`config.mk`:
```
export PLATFORM = sky130hd
export DESIGN_NAME = lsu
export DESIGN_NICKNAME = d
export VERILOG_FILES = /design/src/hw/core_pkg.sv /design/src/hw/lsu.sv
export SDC_FILE = /design/constraint.sdc
export NUM_CORES = 1
export LEC_CHECK = 0
export ABC_CLOCK_PERIOD_IN_PS = 1500
export BUFFER_PORTS_ARGS = -buffer_cell sky130_fd_sc_hd__buf_2
export CORE_MARGIN = 5
export CORE_UTILIZATION = 43
export CTS_CLUSTER_SIZE = 8
export DETAILED_ROUTE_END_ITERATION = 8
export PLACE_DENSITY = 0.83
export RECOVER_POWER = 50
export SYNTH_ARGS = -nofsm -noshare
export SYNTH_HDL_FRONTEND = slang
export SYNTH_SLANG_ARGS = --single-unit
```
`constraint.sdc`:
```
create_clock -name clk -period 1.5 [get_ports clk]
set_input_delay 0.3 -clock clk [delete_from_list [all_inputs] [get_ports clk]]
set_output_delay 0.3 -clock clk [all_outputs]
set_load 0.02 [all_outputs]
```
`src/hw/core_pkg.sv`:
```
/*
 * ibex_lite shared definitions
 * Widths, opcode and ALU operation codes used across the core
 */
package core_pkg;

  // Data and address width
  localparam int unsigned XLEN = 32;

  typedef logic [XLEN-1:0] word_t;
  typedef logic [4:0]      reg_addr_t;
  typedef logic [3:0]      be_t;
  typedef logic [2:0]      alu_op_t;

  //////////////////////////////////////////////////////////////////////
  // ALU operations
  //////////////////////////////////////////////////////////////////////

  localparam alu_op_t ALU_ADD = 3'd0;
  localparam alu_op_t ALU_SUB = 3'd1;
  localparam alu_op_t ALU_AND = 3'd2;
  localparam alu_op_t ALU_OR  = 3'd3;
  localparam alu_op_t ALU_XOR = 3'd4;
  // Operand b passes through unchanged
  localparam alu_op_t ALU_LUI = 3'd5;

  //////////////////////////////////////////////////////////////////////
  // RV32I major opcodes
  //////////////////////////////////////////////////////////////////////

  localparam logic [6:0] OPC_LUI    = 7'b0110111;
  localparam logic [6:0] OPC_OPIMM  = 7'b0010011;
  localparam logic [6:0] OPC_OP     = 7'b0110011;
  localparam logic [6:0] OPC_LOAD   = 7'b0000011;
  localparam logic [6:0] OPC_STORE  = 7'b0100011;
  localparam logic [6:0] OPC_BRANCH = 7'b1100011;
  localparam logic [6:0] OPC_JAL    = 7'b1101111;

  // PC step, no compressed instructions
  localparam word_t INSTR_BYTES = 32'd4;

endpackage

```
`src/hw/lsu.sv`:
```
/*
 * Load/store unit
 * Data bus master for word loads, word stores and byte stores
 */
module lsu (
  input  logic            clk,
  input  logic            rst_ni,
  input  logic            lsu_req_i,
  input  logic            lsu_we_i,
  input  logic            lsu_byte_i,
  input  core_pkg::word_t lsu_addr_i,
  input  core_pkg::word_t lsu_wdata_i,
  output logic            lsu_done_o,
  output core_pkg::word_t lsu_rdata_o,
  output logic            data_req_o,
  input  logic            data_gnt_i,
  input  logic            data_rvalid_i,
  output logic            data_we_o,
  output core_pkg::be_t   data_be_o,
  output core_pkg::word_t data_addr_o,
  output core_pkg::word_t data_wdata_o,
  input  core_pkg::word_t data_rdata_i
);
  import core_pkg::*;

  logic  req_q;
  logic  wait_q;
  logic  we_q;
  be_t   be_q;
  word_t addr_q;
  word_t wdata_q;

  always_ff @(posedge clk or negedge rst_ni) begin
    if (!rst_ni) begin
      req_q  <= 1'b0;
      wait_q <= 1'b0;
    end else begin
      if (lsu_req_i) begin
        req_q <= 1'b1;
      end else if (req_q && data_gnt_i) begin
        req_q <= 1'b0;
      end
      if (req_q && data_gnt_i) begin
        wait_q <= 1'b1;
      end else if (data_rvalid_i) begin
        wait_q <= 1'b0;
      end
    end
  end

  // Bus fields are held from here until the grant
  always_ff @(posedge clk) begin
    if (lsu_req_i) begin
      addr_q  <= {lsu_addr_i[XLEN-1:2], 2'b00};
      we_q    <= lsu_we_i;
      be_q    <= lsu_byte_i ? (4'b0001 << lsu_addr_i[1:0]) : 4'b1111;
      wdata_q <= lsu_byte_i ? {4{lsu_wdata_i[7:0]}} : lsu_wdata_i;
    end
  end

  assign data_req_o   = req_q;
  assign data_we_o    = we_q;
  assign data_be_o    = be_q;
  assign data_addr_o  = addr_q;
  assign data_wdata_o = wdata_q;

  assign lsu_done_o  = wait_q & data_rvalid_i;
  assign lsu_rdata_o = data_rdata_i;

endmodule

```
Word-level counts from Yosys, hierarchy flattened
Cells that the tools add are included.

Bits in registers: 69. Input bits: 103. Output and inout port bits: 103. Word-level logic and storage cells: 16.

Shifts and indexed selects: 1. Mux-type cells: 5. Bitwise logic cells: 1. Reductions and logical operators: 3.

Operator list (number): two-way mux 32 bit (1); two-way mux 1 bit (4); nonzero test 2 bit (2); left shift 1 x 2 -> 4 bit (first input constant) (1); bitwise AND 1 bit (1); logical AND 1 bit (1).

Longest topological paths before layout
Depth after elaboration: 3. Mapped depth: 4. Mapped depth without buffers: 2.

Worst setup path before layout
No wires, ideal clock.

Path type: input to register. From: input port lsu_byte_i. To: register wdata_q[18] (netlist: data_wdata_o[18]), data pin. Setup time: 0.254 ns. Arrival time: 0.672 ns. Data required time: 1.246 ns. Setup slack: 0.574 ns. Stages on the path: 4. Buffers on the path: 2. Path through: buf_6 > buf_12 > nand2_4 > o21ai_2.

Longest elaborated chain between the ends: 1.

RTL lines: from (decl) (RTL line lsu.sv:10) `input logic lsu_byte_i,`; two-way mux 32 bit (RTL line lsu.sv:57) `wdata_q <= lsu_byte_i ? {4{lsu_wdata_i[7:0]}} : lsu_wdata_i;`; to (signal assigned) (RTL line lsu.sv:57); to (decl) (RTL line lsu.sv:31) `word_t wdata_q;`.

No other way between the ends. A chain may end at the register's enable or synchronous reset.

Final worst setup path
From: register wait_q. To: output port lsu_done_o.

Longest elaborated chain between the ends: 1.

RTL lines: from (decl) (RTL line lsu.sv:27) `logic wait_q;`; from (signal assigned) (RTL line lsu.sv:36) `wait_q <= 1'b0;`; from (signal assigned) (RTL line lsu.sv:44) `wait_q <= 1'b1;`; from (signal assigned) (RTL line lsu.sv:46) `wait_q <= 1'b0;`; bitwise AND 1 bit (RTL line lsu.sv:67) `assign lsu_done_o = wait_q & data_rvalid_i;`; to (decl) (RTL line lsu.sv:13) `output logic lsu_done_o,`.

No other way between the ends.

==> flow_metrics.env <==
export IMPL_status="finished, final reports clean"
export IMPL_yosysWarnings=0
export IMPL_final_area_um2=3410
export IMPL_grt_overflow=0
export IMPL_relSlewSlack_pct=40.5
export IMPL_grt_antenna_before_repair=0
export IMPL_drc=0
export IMPL_maxCapViolCount=0
export IMPL_die_h_um=90.3
export IMPL_area_growth_syn_to_layout_pct=23.0
export IMPL_fin_nets=395
export IMPL_drive_gt1_share_pct=53.9
export IMPL_setup_violations=0
export IMPL_placementRows=29
export IMPL_clock_latency_ns=0.32
export IMPL_fin_crit_sh_pct=88.5
export IMPL_reg2reg_depth=2
export IMPL_fmax_ghz=0.754
export IMPL_gp_congestion=0.769
export IMPL_min_period_ns=1.33
export IMPL_grt_use_total_pct=15.6
export IMPL_holdPathStages=1
export IMPL_grt_max_degree=69
export IMPL_holdWs_ns=0.146
export IMPL_io_pins=206
export IMPL_r2r_start="data_req_o"
export IMPL_insertedDiodeCount=0
export IMPL_power_leakage_nw=1.54
export IMPL_p_per_area_nw_per_um2=1240
export IMPL_cts_hold_buf=1
export IMPL_path_cells="and2_1 -> buf_2"
export IMPL_max_clock_path_buffers=2
export IMPL_synth_area_per_cell_um2=15.8
export IMPL_dieWidth_um=90.3
export IMPL_multi_input_area_um2=256
export IMPL_crit_start="wait_q"
export IMPL_end_kind="primary output"
export IMPL_syn_area_um2=2770
export IMPL_first_pass_iters=4
export IMPL_placed_cell_area_um2=3300
export IMPL_dr_first_iter_drc_count=62
export IMPL_htree_num_levels=3
export IMPL_io_buffers=139
export IMPL_antenna_left=0
export IMPL_ff_latch_area_um2=2060
export IMPL_synth_seq_cells=69
export IMPL_start_kind="flop"
export IMPL_fin_total_pwr_mw=4.21
export IMPL_initial_core_util_pct=43.9
export IMPL_wl_um=6310
export IMPL_core_area_um2=6310
export IMPL_synth_area_leaders="edfxtp_1, buf_4, o21ai_2, inv_1, dfrtp_1"
export IMPL_post_cts_resized=0
export IMPL_cts_buffers=9
export IMPL_yosysTopAreaCell="edfxtp_1"
export IMPL_postSynthCellCount=176
export IMPL_hp_class="input pin to flop"
export IMPL_grt_pass1_wl_um=9690
export IMPL_r2r_end="wait_q"
export IMPL_vias_per_cell=4.62
export IMPL_slowest_delay_ns=0.39
export IMPL_rrSetupSlack_ns=0.80
export IMPL_num_vias=1728
export IMPL_grt_pass1_vias=1797
export IMPL_clk_pin_slew_ns=0.07
export IMPL_crit_path_end="lsu_done_o"
export IMPL_ir_drop_uv=781
export IMPL_post_synth_num_cell_types=15
export IMPL_cts_sinks=69
export IMPL_path_class="flop to primary output"
export IMPL_finalSetupTns_ns=0
export IMPL_yosysSeqAreaShare_pct=74.3
export IMPL_most_common_layout_cells="buf_2, edfxtp_1, inv_1, o21ai_2"
export IMPL_crit_slowest_cell="dfrtp_1"
export IMPL_cts_setup_buffers=0
export IMPL_rsz0062_at_grt="no"
export IMPL_slew_viol_final=0
export IMPL_nFillCells=546
export IMPL_worstMarginPinSlew_ns=0.892
export IMPL_synth_top_area_share_pct=72.5
export IMPL_dpl_hpwl_um=4980
export IMPL_timing_critical_path_fanout_max=2
export IMPL_worstPathArrival_ns=1.03
export IMPL_cts_root_buffer="clkbuf_8"
export IMPL_die_area_um2=8160
export IMPL_finalHoldViolCount=0
export IMPL_cts_tree="yes"
export IMPL_mostFrequentLayoutCell="buf_2"
export IMPL_wire_per_inst_um=16.9
export IMPL_fin_worst_skew_ns=0.0000248
export IMPL_cp_required_ns=1.20
## state kept, by name, indices dropped and copies added (netlist names)
| name | count |
|---|---|
| data_wdata_o | 32 |
| data_we_o | 1 |
| wait_q | 1 |
| data_addr_o | 30 |
| data_req_o | 1 |
| data_be_o | 4 |
## critical path, delay by kind of cell (launching register included)
family | cells | cell delay, ns
DFF | 1 | 0.39
buffers and inverters | 1 | 0.16
and+or+nand+nor | 1 | 0.16
## worst min-delay path by stage
| stage | end | slack [ns] | start |
|---|---|---|---|
| final | data_addr_o[6] | 0.15 | lsu_addr_i[6] |
| after global routing | data_addr_o[27] | 0.12 | lsu_addr_i[27] |
| after CTS | data_addr_o[3] | 0.13 | lsu_addr_i[3] |
| after detailed placement | wait_q | 0.09 | rst_ni |
| after global placement | wait_q | 0.09 | rst_ni |
| after floorplan | data_req_o | 0.004 | rst_ni |
## kinds of logic after synthesis
family                 after synthesis  synth area share [%]
buffers and inverters               66                  15.1
AND/OR/NAND/NOR                     10                  1.98
other                                1                 0.135
flip-flops                          69                  74.3
AO/OA/AOI/OAI                       30                  8.48
## final cells by class
type / count / area share [%]
tap: 77 / 2.82
sequential: 69 / 60.5
timing repair buffer: 142 / 21.1
clock inverter: 4 / 0.734
multi-input combinational: 42 / 7.52
inverter: 28 / 3.08
clock buffer: 12 / 4.26
## per-stage QoR
| step | worst slack (ns) | instances | util, % |
|---|---|---|---|
| 2_1_floorplan | 0.574 | 177 | - |
| 3_3_place_gp | 0.425 | 357 | 52.2 |
| 3_5_place_dp | 0.400 | 357 | 52.2 |
| 4_1_cts | 0.154 | 374 | 55.1 |
| 5_1_grt | 0.123 | 374 | 54.0 |
| 6_report | 0.173 | 374 | 54.0 |
## per-layer routing
metal | GRT usage, % | routed length (um)
met5 | 0 | 0
met4 | 12.4 | 320
met3 | 5.08 | 645
met2 | 26.5 | 3340
met1 | 15.4 | 2010
## synth_stat cells (all sizes together)
cell type	instances
a21o	1
o21ai	29
nand2	9
and2	1
buf	38
conb	1
edfxtp	67
inv	28
dfrtp	2
## report_power, final
group | internal [mW] | leakage (nW) | switching (mW)
logic | 0.203 | 0.781 | 0.394
clock network | 0.640 | 0.0824 | 0.631
registers | 2.30 | 0.678 | 0.0448
Power figures use the tool's default switching activity.
