## src/hw/core_pkg.sv

```systemverilog
/*
 * ibex_lite shared definitions
 * Widths, opcode and ALU operation codes used across the core
 */
package core_pkg;

  // Data and address width
  localparam int unsigned XLEN = 32;

  typedef logic [XLEN-1:0] word_t;
  typedef logic [4:0]      reg_addr_t;
  typedef logic [3:0]      be_t;
  typedef logic [2:0]      alu_op_t;

  //////////////////////////////////////////////////////////////////////
  // ALU operations
  //////////////////////////////////////////////////////////////////////

  localparam alu_op_t ALU_ADD = 3'd0;
  localparam alu_op_t ALU_SUB = 3'd1;
  localparam alu_op_t ALU_AND = 3'd2;
  localparam alu_op_t ALU_OR  = 3'd3;
  localparam alu_op_t ALU_XOR = 3'd4;
  // Operand b passes through unchanged
  localparam alu_op_t ALU_LUI = 3'd5;

  //////////////////////////////////////////////////////////////////////
  // RV32I major opcodes
  //////////////////////////////////////////////////////////////////////

  localparam logic [6:0] OPC_LUI    = 7'b0110111;
  localparam logic [6:0] OPC_OPIMM  = 7'b0010011;
  localparam logic [6:0] OPC_OP     = 7'b0110011;
  localparam logic [6:0] OPC_LOAD   = 7'b0000011;
  localparam logic [6:0] OPC_STORE  = 7'b0100011;
  localparam logic [6:0] OPC_BRANCH = 7'b1100011;
  localparam logic [6:0] OPC_JAL    = 7'b1101111;

  // PC step, no compressed instructions
  localparam word_t INSTR_BYTES = 32'd4;

endpackage

```

## src/hw/alu.sv

```systemverilog
/*
 * ALU with a shared adder/subtractor, logic operations
 * and an equality compare for branches
 */
module alu (
  input  core_pkg::alu_op_t op_i,
  input  core_pkg::word_t   operand_a_i,
  input  core_pkg::word_t   operand_b_i,
  output core_pkg::word_t   result_o,
  output logic              equal_o
);
  import core_pkg::*;

  logic  sub;
  word_t adder_b;
  word_t adder_result;

  // Subtract as a plus inverted b plus one
  assign sub          = (op_i == ALU_SUB);
  assign adder_b      = sub ? ~operand_b_i : operand_b_i;
  assign adder_result = operand_a_i + adder_b + word_t'(sub);

  always_comb begin
    unique case (op_i)
      ALU_ADD, ALU_SUB: result_o = adder_result;
      ALU_AND:          result_o = operand_a_i & operand_b_i;
      ALU_OR:           result_o = operand_a_i | operand_b_i;
      ALU_XOR:          result_o = operand_a_i ^ operand_b_i;
      ALU_LUI:          result_o = operand_b_i;
      default:          result_o = '0;
    endcase
  end

  assign equal_o = (operand_a_i == operand_b_i);

endmodule

```

## src/hw/regfile.sv

```systemverilog
/*
 * Integer register file, two read ports and one write port
 * x0 reads as zero
 */
module regfile (
  input  logic                clk,
  input  logic                rst_ni,
  input  core_pkg::reg_addr_t raddr_a_i,
  input  core_pkg::reg_addr_t raddr_b_i,
  output core_pkg::word_t     rdata_a_o,
  output core_pkg::word_t     rdata_b_o,
  input  logic                we_i,
  input  core_pkg::reg_addr_t waddr_i,
  input  core_pkg::word_t     wdata_i
);
  import core_pkg::*;

  // x1 to x31
  word_t regs_q [31:1];

  always_ff @(posedge clk or negedge rst_ni) begin
    if (!rst_ni) begin
      for (int i = 1; i < 32; i++) begin
        regs_q[i] <= '0;
      end
    end else if (we_i && waddr_i != '0) begin
      regs_q[waddr_i] <= wdata_i;
    end
  end

  assign rdata_a_o = (raddr_a_i == '0) ? '0 : regs_q[raddr_a_i];
  assign rdata_b_o = (raddr_b_i == '0) ? '0 : regs_q[raddr_b_i];

endmodule

```

## src/hw/id_ex_stage.sv

```systemverilog
/*
 * Decode and execute stage
 * Decodes the buffered instruction, writes back results, resolves
 * branches and JAL and hands memory accesses to the LSU
 */
module id_ex_stage (
  input  logic            clk,
  input  logic            rst_ni,
  input  logic            instr_valid_i,
  input  core_pkg::word_t instr_i,
  input  core_pkg::word_t pc_i,
  output logic            instr_ack_o,
  output logic            pc_set_o,
  output core_pkg::word_t pc_target_o,
  output logic            lsu_req_o,
  output logic            lsu_we_o,
  output logic            lsu_byte_o,
  output core_pkg::word_t lsu_addr_o,
  output core_pkg::word_t lsu_wdata_o,
  input  logic            lsu_done_i,
  input  core_pkg::word_t lsu_rdata_i
);
  import core_pkg::*;

  typedef enum logic {
    EXEC,
    WAIT_LSU
  } ex_state_e;

  ex_state_e  state_q;
  ex_state_e  state_d;
  logic [6:0] opcode;
  logic [2:0] funct3;
  logic [6:0] funct7;
  reg_addr_t  rs1;
  reg_addr_t  rs2;
  reg_addr_t  rd;
  word_t      imm_i;
  word_t      imm_s;
  word_t      imm_b;
  word_t      imm_u;
  word_t      imm_j;
  word_t      rf_rdata_a;
  word_t      rf_rdata_b;
  word_t      rf_wdata;
  logic       rf_we;
  alu_op_t    alu_op;
  word_t      alu_b;
  word_t      alu_result;
  logic       alu_equal;
  logic       writes_rd;
  logic       is_load;
  logic       is_store;
  logic       is_byte;
  logic       is_branch;
  logic       is_jal;
  logic       branch_taken;

  assign opcode = instr_i[6:0];
  assign rd     = instr_i[11:7];
  assign funct3 = instr_i[14:12];
  assign rs1    = instr_i[19:15];
  assign rs2    = instr_i[24:20];
  assign funct7 = instr_i[31:25];

  assign imm_i = {{20{instr_i[31]}}, instr_i[31:20]};
  assign imm_s = {{20{instr_i[31]}}, instr_i[31:25], instr_i[11:7]};
  assign imm_b = {{19{instr_i[31]}}, instr_i[31], instr_i[7], instr_i[30:25],
                  instr_i[11:8], 1'b0};
  assign imm_u = {instr_i[31:12], 12'b0};
  assign imm_j = {{11{instr_i[31]}}, instr_i[31], instr_i[19:12], instr_i[20],
                  instr_i[30:21], 1'b0};

  //////////////////////////////////////////////////////////////////////
  // Decoder
  //////////////////////////////////////////////////////////////////////

  always_comb begin
    alu_op    = ALU_ADD;
    alu_b     = rf_rdata_b;
    writes_rd = 1'b0;
    is_load   = 1'b0;
    is_store  = 1'b0;
    is_byte   = 1'b0;
    is_branch = 1'b0;
    is_jal    = 1'b0;
    case (opcode)
      OPC_LUI: begin
        alu_op    = ALU_LUI;
        alu_b     = imm_u;
        writes_rd = 1'b1;
      end
      OPC_OPIMM: begin
        alu_b     = imm_i;
        writes_rd = (funct3 == 3'b000);
      end
      OPC_OP: begin
        writes_rd = 1'b1;
        case ({funct7, funct3})
          {7'h00, 3'b000}: alu_op = ALU_ADD;
          {7'h20, 3'b000}: alu_op = ALU_SUB;
          {7'h00, 3'b100}: alu_op = ALU_XOR;
          {7'h00, 3'b110}: alu_op = ALU_OR;
          {7'h00, 3'b111}: alu_op = ALU_AND;
          default:         writes_rd = 1'b0;
        endcase
      end
      OPC_LOAD: begin
        alu_b     = imm_i;
        is_load   = (funct3 == 3'b010);
        writes_rd = is_load;
      end
      OPC_STORE: begin
        alu_b    = imm_s;
        is_store = (funct3 == 3'b010) || (funct3 == 3'b000);
        is_byte  = (funct3 == 3'b000);
      end
      OPC_BRANCH: is_branch = (funct3[2:1] == 2'b00);
      OPC_JAL: begin
        is_jal    = 1'b1;
        writes_rd = 1'b1;
      end
      // Anything else retires without effect
      default: writes_rd = 1'b0;
    endcase
  end

  // BEQ on funct3 000, BNE on 001
  assign branch_taken = funct3[0] ? ~alu_equal : alu_equal;
  assign pc_target_o  = pc_i + (is_jal ? imm_j : imm_b);

  always_comb begin
    if (is_jal) begin
      rf_wdata = pc_i + INSTR_BYTES;
    end else if (is_load) begin
      rf_wdata = lsu_rdata_i;
    end else begin
      rf_wdata = alu_result;
    end
  end

  //////////////////////////////////////////////////////////////////////
  // Execute control
  //////////////////////////////////////////////////////////////////////

  always_comb begin
    state_d     = state_q;
    instr_ack_o = 1'b0;
    pc_set_o    = 1'b0;
    lsu_req_o   = 1'b0;
    rf_we       = 1'b0;
    unique case (state_q)
      EXEC: begin
        if (instr_valid_i) begin
          if (is_load || is_store) begin
            lsu_req_o = 1'b1;
            state_d   = WAIT_LSU;
          end else begin
            instr_ack_o = 1'b1;
            rf_we       = writes_rd;
            pc_set_o    = is_jal | (is_branch & branch_taken);
          end
        end
      end
      WAIT_LSU: begin
        // Instruction stays in the fetch buffer until the access ends
        if (lsu_done_i) begin
          instr_ack_o = 1'b1;
          rf_we       = writes_rd;
          state_d     = EXEC;
        end
      end
      default: state_d = EXEC;
    endcase
  end

  always_ff @(posedge clk or negedge rst_ni) begin
    if (!rst_ni) begin
      state_q <= EXEC;
    end else begin
      state_q <= state_d;
    end
  end

  assign lsu_we_o    = is_store;
  assign lsu_byte_o  = is_byte;
  assign lsu_addr_o  = alu_result;
  assign lsu_wdata_o = rf_rdata_b;

  regfile u_regfile (
    .clk       (clk),
    .rst_ni    (rst_ni),
    .raddr_a_i (rs1),
    .raddr_b_i (rs2),
    .rdata_a_o (rf_rdata_a),
    .rdata_b_o (rf_rdata_b),
    .we_i      (rf_we),
    .waddr_i   (rd),
    .wdata_i   (rf_wdata)
  );

  alu u_alu (
    .op_i        (alu_op),
    .operand_a_i (rf_rdata_a),
    .operand_b_i (alu_b),
    .result_o    (alu_result),
    .equal_o     (alu_equal)
  );

endmodule

```

## config.mk

```make
export PLATFORM = sky130hd
export DESIGN_NAME = id_ex_stage
export DESIGN_NICKNAME = d
export VERILOG_FILES = /design/src/hw/core_pkg.sv /design/src/hw/alu.sv /design/src/hw/regfile.sv /design/src/hw/id_ex_stage.sv
export SDC_FILE = /design/constraint.sdc
export NUM_CORES = 2
export LEC_CHECK = 0
export BUFFER_PORTS_ARGS = -buffer_cell sky130_fd_sc_hd__buf_2
export CAP_MARGIN = 10
export CORE_ASPECT_RATIO = 0.7
export CORE_MARGIN = 2
export CORE_UTILIZATION = 57
export DETAILED_ROUTE_END_ITERATION = 8
export PLACE_DENSITY = 0.83
export SYNTH_ARGS = -nofsm -noshare
export SYNTH_HDL_FRONTEND = slang
export SYNTH_SLANG_ARGS = --single-unit
```

## constraint.sdc

```tcl
create_clock -name clk -period 5.95 [get_ports clk]
set_input_delay 0.2975 -clock clk [delete_from_list [all_inputs] [get_ports clk]]
set_output_delay 0.2975 -clock clk [all_outputs]
set_load 0.01 [all_outputs]
```

# --- Yosys cells after proc, flatten, opt, wreduce, memory -nomap -nowiden ---
# Index checks and enable logic that the tools add are counted.
op_classes:
  n_eq_ne: 18
  add_sub_neg: 4
  n_lt_le_gt_ge: 4
  n_reduce_logical: 15
  n_bitwise: 8
  mux: 41
ops:
  columns: ["cell", "count"]
  rows:
  - ["$bwmux W992", 1]
  - ["$bmux W32 S5", 2]
  - ["$mux W32", 8]
  - ["$demux W32 S5", 1]
  - ["$pmux W32 S5", 1]
  - ["$pmux W32 S3", 1]
  - ["$add A32 B32 Y32", 2]
  - ["$add A32 B1 Y32", 1]
  - ["$add A32 B3 Y32 const B", 1]
  - ["$and A32 B32 Y32", 1]
  - ["$eq A32 B32 Y1", 1]
  - ["$not A32 Y32", 1]
  - ["$or A32 B32 Y32", 1]
  - ["$xor A32 B32 Y32", 1]
  - ["$eq A10 B3 Y1 const B", 3]
  - ["$eq A7 B6 Y1 const B", 3]
  - ["$mux W1", 20]
  - ["$mux W20", 1]
  - ["$lt A5 B6 Y1 const B", 3]
  - ["$eq A7 B7 Y1 const B", 2]
  - ["$pmux W3 S4", 1]
  - ["$eq A10 B9 Y1 const B", 1]
  - ["$logic_not A10 Y1", 1]
  - ["$logic_not A5 Y1", 2]
  - ["19 further kinds", 30]
totals:
  word_cells: 122
  out_inout_bits: 101
  regBits: 993
  input_bits: 100

# --- Depth between registers and ports, before layout ---
depth:
  ltp_word: 12
  mapped_depth: 26
  mapped_depth_nobuf: 19

# --- Cells and area by module ---
# Synthesis repeated with hierarchy kept, for this count alone.
unflattened:
  cells_unflattened: 5179
  hier_area_um2: 61479.0
by_module_without_submodules:
  columns: ["mod", "seq_area_each_um2", "area_per_inst_um2", "cells_each", "instances"]
  rows:
  - ["regfile", 24823.8, 53631.4, 4053, 1]
  - ["alu", 0.0, 4214.0, 591, 1]
  - ["id_ex_stage", 25.0, 3633.5, 535, 1]

# --- Worst setup path after synthesis ---
# No wires, ideal clock.
synth_path:
  path_type: "in2reg"
  startpoint: "in instr_i[20]"
  endpoint: "reg u_regfile.regs_q[122] in the netlist's numbering"
  t_required_ps: 5885
  t_arrival_ps: 6411
  cell_stages: 22
  path_buffers: 5
  setup_slack_ps: -526
  setup_time_ps: 65
  cell_sequence: "buf_2 -> buf_2 -> clkbuf_1 -> clkbuf_1 -> mux4_2 -> mux4_2 -> mux2_2 -> a222oi_1 -> xnor2_1 -> fa_1 -> a21o_1 -> a21o_1 -> a211oi_1 -> o31ai_1 -> nand4_1 -> a21oi_1 -> or2_2 -> o31ai_1 -> mux2i_1 -> a21oi_1 -> buf_1 -> mux2_2"
synth_between:
  elab_chain_cells: 12
  word_cells_on_any_way: 16
  cone_classes: "2 x add/sub; 9 x mux; 4 x bitwise; 1 x reduce/logical"
synth_rtl:
  columns: ["item", "line", "rtl"]
  rows:
  - ["start, declared", "id_ex_stage.sv:10", "input core_pkg::word_t instr_i,"]
  - ["$bmux W32 S5", "regfile.sv:32", "assign rdata_b_o = (raddr_b_i == '0) ? '0 : regs_q[raddr_b_i];"]
  - ["$mux W32 (implied by the code)", "regfile.sv:32", null]
  - ["$mux W32 *", "regfile.sv:32", null]
  - ["via lsu_wdata_o[1]", "id_ex_stage.sv:19", "output core_pkg::word_t lsu_wdata_o,"]
  - ["$pmux W32 S3 *", "id_ex_stage.sv:87", "case (opcode)"]
  - ["$not A32 Y32", "alu.sv:20", "assign adder_b = sub ? ~operand_b_i : operand_b_i;"]
  - ["$mux W32 *", "alu.sv:20", null]
  - ["$add A32 B32 Y32 *", "alu.sv:21", "assign adder_result = operand_a_i + adder_b + word_t'(sub);"]
  - ["$add A32 B1 Y32 *", "alu.sv:21", null]
  - ["$pmux W32 S5 *", "alu.sv:24", "unique case (op_i)"]
  - ["via lsu_addr_o[26]", "id_ex_stage.sv:18", "output core_pkg::word_t lsu_addr_o,"]
  - ["$mux W32 *", "id_ex_stage.sv:135", "end else if (is_load) begin"]
  - ["$mux W32 *", "id_ex_stage.sv:133", "if (is_jal) begin"]
  - ["$bwmux W992 *", "regfile.sv:27", "regs_q[waddr_i] <= wdata_i;"]
  - ["end signal, assigned by index", "regfile.sv:27", null]
  - ["end, declared", "regfile.sv:19", "word_t regs_q [31:1];"]
# Mark *: on every way through the listed nets, which the timed path passes. The rest lies on a longest branch. The select of a mux whose other input is x is not followed.
# A chain may end at the register's enable or synchronous reset.

# --- Worst setup path after layout ---
layout_path:
  startpoint: "reg u_regfile.regs_q[545] in the netlist's numbering"
  endpoint: "out lsu_addr_o[24]"
layout_between:
  elab_chain_cells: 9
  word_cells_on_any_way: 12
  cone_classes: "2 x add/sub; 9 x mux; 1 x bitwise"
layout_rtl:
  columns: ["item", "line"]
  rows:
  - ["$bmux W32 S5", "regfile.sv:32"]
  - ["$mux W32 (implied by the code)", "regfile.sv:32"]
  - ["$mux W32", "regfile.sv:32"]
  - ["$pmux W32 S3", "id_ex_stage.sv:87"]
  - ["$not A32 Y32", "alu.sv:20"]
  - ["$mux W32", "alu.sv:20"]
  - ["$add A32 B32 Y32 *", "alu.sv:21"]
  - ["$add A32 B1 Y32 *", "alu.sv:21"]
  - ["$pmux W32 S5 *", "alu.sv:24"]
  - ["end, declared", "id_ex_stage.sv:18"]
# Mark *: on every way between the ends. The rest lies on a longest branch, timed or not. The select of a mux whose other input is x is not followed.

==> out/results.tsv <==
metric	value	unit
Seq/Total Area, Yosys	41.6	%
LEAKAGE	30.3	nW
Core Box Area	104000	um2
critical path cell sequence	mux4_2 > mux4_2 > mux2_4 > a222oi_1 > buf_4 > xnor2_4 > fa_2 > a21o_1 > a21o_1 > a211oi_4 > o31ai_4 > nand4_1 > nand2_1 > a311o_1 > xor2_1 > buf_4 > a21oi_1 > buf_4 > buf_4 > inv_4 > buf_6	
die width	391	um
Clk pwr share	43.2	%
die area	107000	um2
Die Height	275	um
antenna viol nets, final	0	
Crit Path Category	flop to output pin	
Internal	0.0113	W
EDFF count, synth	0	
GRT Util Overall	39.7	%
max cap viols	0	
Post-synth ARST share	100	%
syn nets	5549	
placed cells	6708	
routability congestion estimate	1.03	
Pwr Total	0.0154	W
period utilization	101	%
Fmax	166	MHz
total CTS buffers	96	
Min Clock Period, post-route	6030	ps
Final HPWL DP	142	mm
IO Port Bufs	200	
Synth Cell Area	59700	um2
most frequent cells in the layout	dfrtp_1 (993), nand2_1 (640), mux4_2 (569)	
Crit. End Element	output pin	
Top FF cell, synth	dfrtp_1	
max-slew violations	0	
CTS H-tree depth	3	
Worst Path Buf+Inv	6	
Post-Synthesis Cells	5322	
Worst slew margin	19.5	%
CP Data Arrival Time	5740	ps
vias in the first global route	49668	
CTS sink count	993	
Via density	7.31	
setup slack, reg-to-reg	180	ps
drt total wl	216	mm
Tightest Pin Transition	1200	ps
CP Max Fanout	3	
CP required	5650	ps
ratio of cells with drive above 1 in the final layout	31.8	%
cell family with most CP delay	compound AO/OA/AOI/OAI gates	
sequential share of power	44.4	%
post-route setup TNS	-354	ps
CTS max path bufs	3	
standard-cell row count	99	
worst vdd ir	0.000253	V
slowest CP cell	mux4_2	
CP max stage delay	490	ps
FF+latch count, synth	993	
Congestion Overflow GR	0	
reg2reg end	u_regfile.regs_q[950]$_DFFE_PN0P_	
Synth-to-Final Area Change	13.3	%
initial antenna violation count	12	
synthesized area per cell	11.2	um2
status	complete, but fails checks	
critical path's most frequent cell	buf_4	
I/O pin count	201	
Worst setup SP type	flop	
Final Hold Viols	0	
Distinct cells, synth	81	
Yosys warning count	0	
routed vias	50511	
Clock Skew	43.7	ps
clock latency at the later pin of the worst-skew pair	710	ps
combinational power share	12.4	%
Final setup viols	7	
P_sw	0.00416	W
Register-to-Register Path Depth	21	
violated checks	DRC, setup timing	
HP Class	input port to asynchronous set/reset pin	
DRC	6	
clock transition at the registers of the reported paths	60	ps
drt wl/cell	31.2	um
RR Startpoint	u_regfile.regs_q[545]$_DFFE_PN0P_	
most common cell after layout, fill and taps aside	dfrtp_1	
Final Net Count	5684	
largest net degree at the start of global routing	198	
Initial Util	57.4	%
CTS tree	yes	
Clock Root Buffer	clkbuf_16	
first-pass GRT wire length	316	mm
DR iter-0 viols	8532	
final worst slack	-82.6	ps
Switching Share	26.9	%
first-pass iteration count of the detailed router	9	
non-filler cells, final	6906	
RSZ-0062 raised after global routing	true	
Power Density	228	nW/um2
[through the flow]
step	hold WS [ps]	area, um2	worst slack, ps	utilization, %
after floorplan	1.91	59700	30.1	-
after global placement	401	63900	-44.6	61.4
after detailed placement	403	63900	-76.5	61.4
after CTS	244	67400	0.685	64.8
after global routing	270	67600	-210	65.0
final	255	67700	-82.6	65.0
[Yosys cell counts, types with 6 or more instances]
cell type | count | area (um2)
or2_2 | 40 | 250
mux2i_1 | 69 | 691
a22o_1 | 33 | 289
clkbuf_1 | 404 | 1520
nor2_1 | 346 | 1300
buf_2 | 42 | 210
a22oi_1 | 9 | 67.6
a21o_1 | 58 | 435
o21bai_1 | 11 | 82.6
a221oi_1 | 15 | 131
mux4_2 | 569 | 12800
o211ai_1 | 33 | 248
inv_1 | 111 | 417
o31ai_1 | 69 | 518
nand3_1 | 25 | 125
a211oi_1 | 7 | 52.6
a31oi_1 | 12 | 75.1
o31a_1 | 6 | 52.6
o21ai_0 | 549 | 2750
mux2_2 | 353 | 3980
or3_1 | 7 | 43.8
nor2b_1 | 12 | 75.1
and3_1 | 14 | 87.6
nand2_1 | 642 | 2410
o21a_1 | 10 | 75.1
nor4_1 | 13 | 81.3
xor2_1 | 28 | 245
o21ai_1 | 11 | 55.1
o22ai_1 | 13 | 81.3
buf_1 | 57 | 214
ha_1 | 125 | 1560
dfrtp_1 | 993 | 24800
a21oi_1 | 342 | 1710
and2_1 | 10 | 62.6
xnor2_1 | 78 | 683
nand2b_1 | 21 | 131
nand4_1 | 22 | 138
nor3_1 | 81 | 405
[kinds of logic after synthesis]
logic type / share of synthesized area [%]
AO/OA/AOI/OAI: 11.8
XOR/XNOR: 1.56
adder cells (fa/ha/maj): 2.69
buffers and inverters: 3.97
flip-flops: 41.6
multiplexers: 29.3
AND/OR/NAND/NOR: 9.07
[sequential cells by signal (all words and copies together), names as in the netlist]
signal	flops
u_regfile.regs_q	992
state_q	1
[power by group through the flow]
stage	sequential, W	clock, W	combinational [W]
6_report	0.00685	0.00667	0.00192
5_1_grt	0.00685	0.00692	0.00201
4_1_cts	0.00685	0.00664	0.00185
3_5_place_dp	0.00697	0	0.00184
3_3_place_gp	0.00697	0	0.00181
2_1_floorplan	0.00696	0	0.00101
[repair_timing]
item,CTS,global route
hold endpoints to repair,92,0
gates resized for setup,6,27
buffers inserted,1,9
gates cloned,0,1
pin swaps,2,10
hold buffers,3,0
setup endpoints to repair,8,13
[worst max path at each step]
stage / endpoint / from / slack [ps] / depth (start not counted)
final: lsu_addr_o[24] / u_regfile.regs_q[545]$_DFFE_PN0P_ / -80 / 21
after global routing: lsu_addr_o[24] / u_regfile.regs_q[577]$_DFFE_PN0P_ / -210 / 21
after CTS: lsu_addr_o[25] / u_regfile.regs_q[581]$_DFFE_PN0P_ / 0.7 / 20
after detailed placement: u_regfile.regs_q[217]$_DFFE_PN0P_ / instr_i[20] / -80 / 22
after global placement: u_regfile.regs_q[729]$_DFFE_PN0P_ / instr_i[20] / -40 / 21
after floorplan: u_regfile.regs_q[185]$_DFFE_PN0P_ / instr_i[15] / 30 / 24
[final cells by class]
type | count | area, um2
flip-flops and latches | 993 | 24800
well taps | 1363 | 1710
repair buffers | 541 | 4390
clock buffers | 132 | 2760
inverters | 113 | 428
diodes | 6 | 15.0
multi-input cells | 3712 | 32900
fillers | 7177 | 36400
clock inverters | 46 | 649
[layer usage]
layer / part of all wire [%] / vias up / track usage (%)
met5: 0.068 / - / 0
met4: 6.3 / 16 / 21.1
met3: 17 / 1117 / 17.6
met2: 42 / 4578 / 55.9
met1: 35 / 24919 / 52.0
li1: - / 19881 / -
Note: power is estimated with default switching activity, not from simulation.
